File: src/source/revo_link_pkg.sv
`default_nettype none

package revo_link_pkg;

	// revo sample history, newest sample in bit 0
	localparam int window_width = 16;

	// oldest samples that must be quiet ahead of a pulse
	localparam int quiet_length = 8;

	// longest pulse still accepted, in clock254 cycles
	localparam int max_pulse_width = 7;

	// flops between the asynchronous revo input and the window
	localparam int sync_stages = 2;

	// calibration word geometry
	localparam int cal_word_width = 8;

	// selected while word_select is high
	localparam logic [cal_word_width-1:0] cal_word_a = 8'hf4;

	// selected while word_select is low
	localparam logic [cal_word_width-1:0] cal_word_b = 8'hf2;

	// marker encoder in the output stage
	typedef enum logic [1:0] {
		// trg_out follows the forwarded clock
		mark_idle,
		// marker pending, waiting for a low phase
		mark_wait_phase,
		// trg_out out of step for one clock127 period
		mark_hold
	} mark_state_e;

endpackage

`default_nettype wire

File: src/source/revo_pulse_qualifier.sv
`default_nettype none

module revo_pulse_qualifier (
	input  logic clock254,
	input  logic rst_n,
	input  logic revo_in,
	output logic revo_strobe
);
	import revo_link_pkg::*;

	logic [sync_stages-1:0]  revo_sync;
	logic [window_width-1:0] window;
	logic                    quiet_before;
	logic                    pulse_seen;
	logic                    pulse_ended;

	// revo_in has no relation to clock254
	always_ff @(posedge clock254 or negedge rst_n) begin
		if (!rst_n) begin
			revo_sync <= '0;
		end else begin
			revo_sync <= {revo_sync[sync_stages-2:0], revo_in};
		end
	end

	// sample history, oldest sample at the top
	always_ff @(posedge clock254 or negedge rst_n) begin
		if (!rst_n) begin
			window <= '0;
		end else begin
			window <= {window[window_width-2:0], revo_sync[sync_stages-1]};
		end
	end

	// upper half all zero
	assign quiet_before = (window[window_width-1 -: quiet_length] == '0);

	// leading edge has just reached the oldest lower-half slot
	assign pulse_seen = window[window_width-quiet_length-1];

	// sample max_pulse_width+1 after the leading edge is low again,
	// so anything wider than max_pulse_width is dropped here
	assign pulse_ended = !window[window_width-quiet_length-1-max_pulse_width];

	always_ff @(posedge clock254 or negedge rst_n) begin
		if (!rst_n) begin
			revo_strobe <= 1'b0;
		end else begin
			revo_strobe <= quiet_before && pulse_seen && pulse_ended;
		end
	end

	// a single leading edge can only line up with the pattern once
	strobe_single_cycle: assert property (
		@(posedge clock254) disable iff (!rst_n)
		revo_strobe |=> !revo_strobe
	) else $error("revo_strobe high on two consecutive cycles");

endmodule

`default_nettype wire

File: src/source/calibration_serializer.sv
`default_nettype none

module calibration_serializer (
	input  logic clock254,
	input  logic rst_n,
	input  logic word_select,
	output logic ser_bit,
	output logic ser_word_start
);
	import revo_link_pkg::*;

	logic [$clog2(cal_word_width)-1:0] bit_count;
	logic [cal_word_width-1:0]         shift_word;
	logic                              word_wrap;

	// last bit of the current word
	assign word_wrap = (bit_count == cal_word_width - 1);

	always_ff @(posedge clock254 or negedge rst_n) begin
		if (!rst_n) begin
			bit_count <= '0;
		end else if (word_wrap) begin
			bit_count <= '0;
		end else begin
			bit_count <= bit_count + 1'b1;
		end
	end

	// word_select only matters at the boundary, so no word is ever mixed
	always_ff @(posedge clock254 or negedge rst_n) begin
		if (!rst_n) begin
			shift_word <= '0;
		end else if (word_wrap) begin
			if (word_select) begin
				shift_word <= cal_word_a;
			end else begin
				shift_word <= cal_word_b;
			end
		end else begin
			shift_word <= {shift_word[cal_word_width-2:0], 1'b0};
		end
	end

	// high while the msb of a fresh word is on ser_bit
	always_ff @(posedge clock254 or negedge rst_n) begin
		if (!rst_n) begin
			ser_word_start <= 1'b0;
		end else begin
			ser_word_start <= word_wrap;
		end
	end

	// msb first
	assign ser_bit = shift_word[cal_word_width-1];

	word_start_period: assert property (
		@(posedge clock254) disable iff (!rst_n)
		ser_word_start |=>
			(!ser_word_start) [*(cal_word_width - 1)] ##1 ser_word_start
	) else $error("ser_word_start period is not cal_word_width cycles");

endmodule

`default_nettype wire

File: src/source/link_output_stage.sv
`default_nettype none

module link_output_stage (
	input  logic clock254,
	input  logic rst_n,
	input  logic revo_strobe,
	input  logic ser_bit,
	input  logic ser_word_start,
	output logic clock127_out,
	output logic trg_out,
	output logic revo_marker,
	output logic cal_data,
	output logic cal_word_start
);
	import revo_link_pkg::*;

	mark_state_e state;
	mark_state_e state_next;
	logic        phase;

	// half-rate forwarded clock
	always_ff @(posedge clock254 or negedge rst_n) begin
		if (!rst_n) begin
			phase <= 1'b0;
		end else begin
			phase <= ~phase;
		end
	end

	assign clock127_out = phase;

	// strobes seen outside idle join the mark already underway
	always_comb begin
		state_next = state;
		case (state)
			mark_idle: begin
				if (revo_strobe) begin
					state_next = mark_wait_phase;
				end
			end
			mark_wait_phase: begin
				if (!phase) begin
					state_next = mark_hold;
				end
			end
			mark_hold: begin
				// phase is high on the first hold cycle, low on the second
				if (!phase) begin
					state_next = mark_idle;
				end
			end
			default: begin
				state_next = mark_idle;
			end
		endcase
	end

	always_ff @(posedge clock254 or negedge rst_n) begin
		if (!rst_n) begin
			state <= mark_idle;
		end else begin
			state <= state_next;
		end
	end

	// trg_out misses one toggle entering the hold and one leaving it,
	// which leaves it inverted against clock127_out for a full period
	always_ff @(posedge clock254 or negedge rst_n) begin
		if (!rst_n) begin
			trg_out <= 1'b0;
		end else if ((state_next == mark_hold) != (state == mark_hold)) begin
			trg_out <= trg_out;
		end else begin
			trg_out <= ~trg_out;
		end
	end

	// marker and calibration lane, one cycle behind their sources
	always_ff @(posedge clock254 or negedge rst_n) begin
		if (!rst_n) begin
			revo_marker    <= 1'b0;
			cal_data       <= 1'b0;
			cal_word_start <= 1'b0;
		end else begin
			revo_marker    <= revo_strobe;
			cal_data       <= ser_bit;
			cal_word_start <= ser_word_start;
		end
	end

	trg_only_in_hold: assert property (
		@(posedge clock254) disable iff (!rst_n)
		(trg_out != clock127_out) |-> (state == mark_hold)
	) else $error("trg_out departs from clock127_out outside mark_hold");

	hold_two_cycles: assert property (
		@(posedge clock254) disable iff (!rst_n)
		$rose(state == mark_hold) |=> (state == mark_hold) ##1 (state != mark_hold)
	) else $error("mark_hold did not last exactly two cycles");

endmodule

`default_nettype wire

File: src/source/revo_link_top.sv
`default_nettype none

module revo_link_top (
	input  logic clock254,
	input  logic rst_n,
	input  logic revo_in,
	input  logic word_select,
	output logic clock127_out,
	output logic trg_out,
	output logic revo_marker,
	output logic cal_data,
	output logic cal_word_start
);

	// qualifier to output stage
	logic revo_strobe;

	// serializer to output stage
	logic ser_bit;
	logic ser_word_start;

	revo_pulse_qualifier i_revo_pulse_qualifier (
		.clock254    (clock254),
		.rst_n       (rst_n),
		.revo_in     (revo_in),
		.revo_strobe (revo_strobe)
	);

	calibration_serializer i_calibration_serializer (
		.clock254       (clock254),
		.rst_n          (rst_n),
		.word_select    (word_select),
		.ser_bit        (ser_bit),
		.ser_word_start (ser_word_start)
	);

	link_output_stage i_link_output_stage (
		.clock254       (clock254),
		.rst_n          (rst_n),
		.revo_strobe    (revo_strobe),
		.ser_bit        (ser_bit),
		.ser_word_start (ser_word_start),
		.clock127_out   (clock127_out),
		.trg_out        (trg_out),
		.revo_marker    (revo_marker),
		.cal_data       (cal_data),
		.cal_word_start (cal_word_start)
	);

endmodule

`default_nettype wire

File: config.mk
export PLATFORM = sky130hd
export DESIGN_NAME = revo_link_top
export DESIGN_NICKNAME = d
export VERILOG_FILES = /design/src/source/revo_link_pkg.sv /design/src/source/revo_pulse_qualifier.sv /design/src/source/calibration_serializer.sv /design/src/source/link_output_stage.sv /design/src/source/revo_link_top.sv
export SDC_FILE = /design/constraint.sdc
export NUM_CORES = 1
export LEC_CHECK = 0
export BUFFER_PORTS_ARGS = -buffer_cell sky130_fd_sc_hd__buf_2
export CAP_MARGIN = 20
export CORE_MARGIN = 5
export CORE_UTILIZATION = 30
export CTS_CLUSTER_SIZE = 14
export DETAILED_ROUTE_END_ITERATION = 12
export PLACE_DENSITY_LB_ADDON = 0.08
export SLEW_MARGIN = 20
export SYNTH_ARGS = -nofsm -noshare
export SYNTH_HDL_FRONTEND = slang
export SYNTH_SLANG_ARGS = --single-unit
export TNS_END_PERCENT = 50
File: constraint.sdc
create_clock -name clock254 -period 1.7 [get_ports clock254]
set_clock_uncertainty 0.05 [all_clocks]
set_input_delay 0 -clock clock254 [delete_from_list [all_inputs] [get_ports clock254]]
set_output_delay 0 -clock clock254 [all_outputs]
set_load 0.02 [all_outputs]
==> results.txt <==
----------------------------------------------------
[Status]
  Status ... finished, final reports clean

[Worst setup path]
  Largest fanout on the critical path ... 9
  Worst path bufs/invs ... 0
  Kind of critical path ... register to register
  Critical path's top delay family ... adder cells
  Slowest cell on the critical path ... sky130_fd_sc_hd__dfrtp_1
  Type of element launching the critical path ... register
  Data arrival, critical path ... ~1.5 ns
  Critical path data required time ... 1.87 ns
  Cells traversed along the worst timing path ... ha_1 -> ha_1 -> or2_2
  CP most frequent cell ... sky130_fd_sc_hd__ha_1
  Largest stage delay on the critical path ... 0.39 ns
  Nature of the critical path endpoint ... register

[Floorplanning]
  DIE AREA ... 4910 um2
  I/O pin count ... 9
  Core Box Area ... 3420 um2
  Starting density of the core ... 31.7%
  Die span in x ... 70.1 um
  Height of the die ... 70.1 um
  Row count ... 21

[Detailed routing]
  Router iterations before antenna repair ... 2
  Wire length per cell after detailed routing ... approximately 11 um
  Metal1 wirelength ... 608 um
  Routed met3 length ... 106 um
  Max layer used ... met4
  Met2 routed WL ... 583 um
  Post-route ant nets ... 0
  Wire length after detailed routing ... 1330 um
  Post-route DRC violation count ... 0
  Via-per-instance ratio ... 3.98
  Via count ... 490
  Initial detailed-routing violation count ... 1

[Global route]
  First-pass GRT wire length ... between 2000 and 3000 um
  Largest net degree at the start of global routing ... 38
  Overall Global Routing Usage ... 7.06%
  Remaining Overflow, GRT ... 0
  Via count of the first global-routing pass ... 558
  Antenna violations before repair ... 0

[Cells and area]
  Fraction of final layout cells with drive strength greater than 1 ... 27.3%
  Final antenna diode count ... 0
  Filler cell count in the final layout ... 343
  Number of non-filler instances in the completed layout ... 123
  Multi-input combinational cell area ... 154 um2
  Storage cell area ... around 930 um2
  Final layout net count ... 82
  Area Overhead vs Synth ... 19.6%

[Timing]
  Unrepaired setup endpoints after global routing ... false
  Final worst hold slack ... around 0.23 ns
  Max-slew violation count ... 0
  Final hold violation count ... 0
  Max frequency ... 748 MHz
  Minimum period implied by the final worst setup slack ... 1.34 ns
  Final setup violating endpoints ... 0
  Final worst-path cycle share ... 78.7%
  Worst Setup Slack, final ... between 0.3 and 0.4 ns
  Final setup TNS ... 0 ns
  Tightest Pin Transition ... between 0.7 and 0.8 ns
  Headroom to the max-slew limit ... 48.8%

[Clocking]
  Clk sink count ... 37
  Clock tree from TritonCTS ... built
  Number of clock buffers inserted by TritonCTS ... 5
  Max Buffers Root-to-Sink ... 2
  Clock latency at the later pin of the worst-skew pair ... 0.33 ns
  Worst-path clk slew ... 0.11 ns
  Setup bufs post-CTS ... 0
  Number of H-tree levels ... 2
  Cell chosen for the clock root ... sky130_fd_sc_hd__clkbuf_4

[Power]
  Static leakage ... ~0.6 nW
  Power after layout ... 1.59 mW
  Clk pwr share ... 39.1%
  P_sw ... 0.315 mW
  Flop pwr share ... 57.9%
  Share of total power consumed by net switching ... 19.8%
  Peak supply drop ... between 500 and 600 uV
  Internal ... 1.28 mW
  Power Dens Cells ... 1230 nW/um2
  Share of power burned in combinational logic ... 3.0%

[Logic synthesis]
  Cell count after synthesis ... 58
  Top cells by area in the synthesized netlist ... sky130_fd_sc_hd__dfrtp_1 (85%), sky130_fd_sc_hd__ha_1 (2.3%), sky130_fd_sc_hd__or2_2 (2.3%)
  Fraction of the yosys area taken by sequential cells ... 85.5%
  Total of flip-flops plus latches after synthesis ... 37
  Cell type with the highest aggregate area in the netlist ... sky130_fd_sc_hd__dfrtp_1
  Leading cell type by number of instances after synthesis ... sky130_fd_sc_hd__dfrtp_1
  Net Count, Synth ... 64
  Primary flip-flop cell chosen by synthesis mapping ... sky130_fd_sc_hd__dfrtp_1
  Distinct cell type count after synthesis ... 13
  Most used standard cells in the synthesized netlist ... sky130_fd_sc_hd__dfrtp_1 (37), sky130_fd_sc_hd__or2_2 (4)
  Synth Area per Inst ... 18.7 um2
  Warnings from Yosys ... 0
  Post-synthesis instance area ... 1080 um2
  Area share of the largest cell type after synthesis ... 85.5%
  Number of synthesized flops with an enable pin ... 0
  Fraction of synthesis flops using an asynchronous set or reset pin ... 100%

[Worst hold path]
  Class of the most critical hold timing path ... input pin to async pin

[Placement]
  Cell count after placement ... ~110
  Global placer's final weighted congestion ... 0.624
  Port Buffer Count ... 8
  Dpl ws ... 0.358 ns

[Run]
  Max-cap viol count ... 0

----------------------------------------------------
## power by group through the flow
stage	sequential (mW)	clock [mW]	combinational (mW)
floorplan	0.947	0	0.00799
global placement	0.941	0	0.0456
detailed placement	0.941	0	0.0460
CTS	0.925	0.654	0.0516
global route	0.929	0.695	0.0564
finish	0.923	0.623	0.0483
## registers in the layout, indices dropped and copies added, names as in the netlist
register	flops
i_calibration_serializer.ser_word_start	1
i_revo_pulse_qualifier.revo_strobe	1
i_link_output_stage.trg_out	1
i_revo_pulse_qualifier.window	16
i_revo_pulse_qualifier.revo_sync	2
i_link_output_stage.cal_data	1
i_calibration_serializer.bit_count	3
i_link_output_stage.state	2
i_calibration_serializer.shift_word	7
i_link_output_stage.revo_marker	1
i_link_output_stage.clock127_out	1
i_link_output_stage.cal_word_start	1
## stage by stage
stage | area, um2 | util [%]
finish | 1300 | 37.9
detailed placement | 1180 | 34.6
global route | 1300 | 37.9
global placement | 1180 | 34.6
floorplan | 1080 | -
CTS | 1300 | 37.9
## cells by family after synthesis
logic type	after synthesis	share of synthesized area [%]
mux	3	2.89
compound gates	1	0.808
buf+inv	1	0.346
fa+ha+maj	2	2.31
flops	37	85.5
simple gates	13	7.39
xor+xnor	1	0.808
## per-layer routing
layer / GRT usage (%) / vias to the layer above
li1: - / 223
met1: 7.71 / 250
met2: 9.23 / 13
met3: 5.74 / 4
met4: 4.47 / 0
met5: 0 / -
## cell usage in the layout, fill, tap and decap left out, drive strengths merged
cell type	synthesis	final
and4b	1	1
inv	1	1
bufinv	0	1
or2	4	4
xnor2	1	1
ha	2	2
mux2i	2	2
nor4	2	2
dlygate4sd3	0	3
a21oi	1	1
clkbuf	0	7
dfrtp	37	37
buf	0	8
nor2	2	2
mux2	1	1
nor2b	2	2
nand2b	2	2
## cell type report
type	count	area share, %
Clock inverter	1	2.32
Inverter	1	0.290
Tap cell	46	4.44
Sequential cell	37	71.4
Multi-Input combinational cell	20	11.9
Timing Repair Buffer	11	5.41
Clock buffer	7	4.25
## path summary, 6_finish.rpt
path | cells past startpoint | endpoint | startpoint | slack (ns)
worst max register to register | 3 | i_calibration_serializer.shift_word[5]$_DFF_PN0_ | i_calibration_serializer.bit_count[0]$_DFF_PN0_ | 0.36
max in group asynchronous | 2 | i_link_output_stage.cal_word_start$_DFF_PN0_ | rst_n | 0.90
min in group clock254 | 2 | i_revo_pulse_qualifier.revo_sync[0]$_DFF_PN0_ | revo_in | 0.26
worst min register to register | 0 | i_revo_pulse_qualifier.revo_sync[1]$_DFF_PN0_ | i_revo_pulse_qualifier.revo_sync[0]$_DFF_PN0_ | 0.31
worst min-delay path | 2 | i_link_output_stage.clock127_out$_DFF_PN0_ | rst_n | 0.23
worst max-delay path | 3 | i_calibration_serializer.shift_word[5]$_DFF_PN0_ | i_calibration_serializer.bit_count[0]$_DFF_PN0_ | 0.36
## repair_timing
action,4_1_cts,5_1_grt
hold buffers,3,0
gates resized for setup,0,0
endpoints found under the hold margin,40,0
Note: power is estimated with default switching activity, not from simulation.
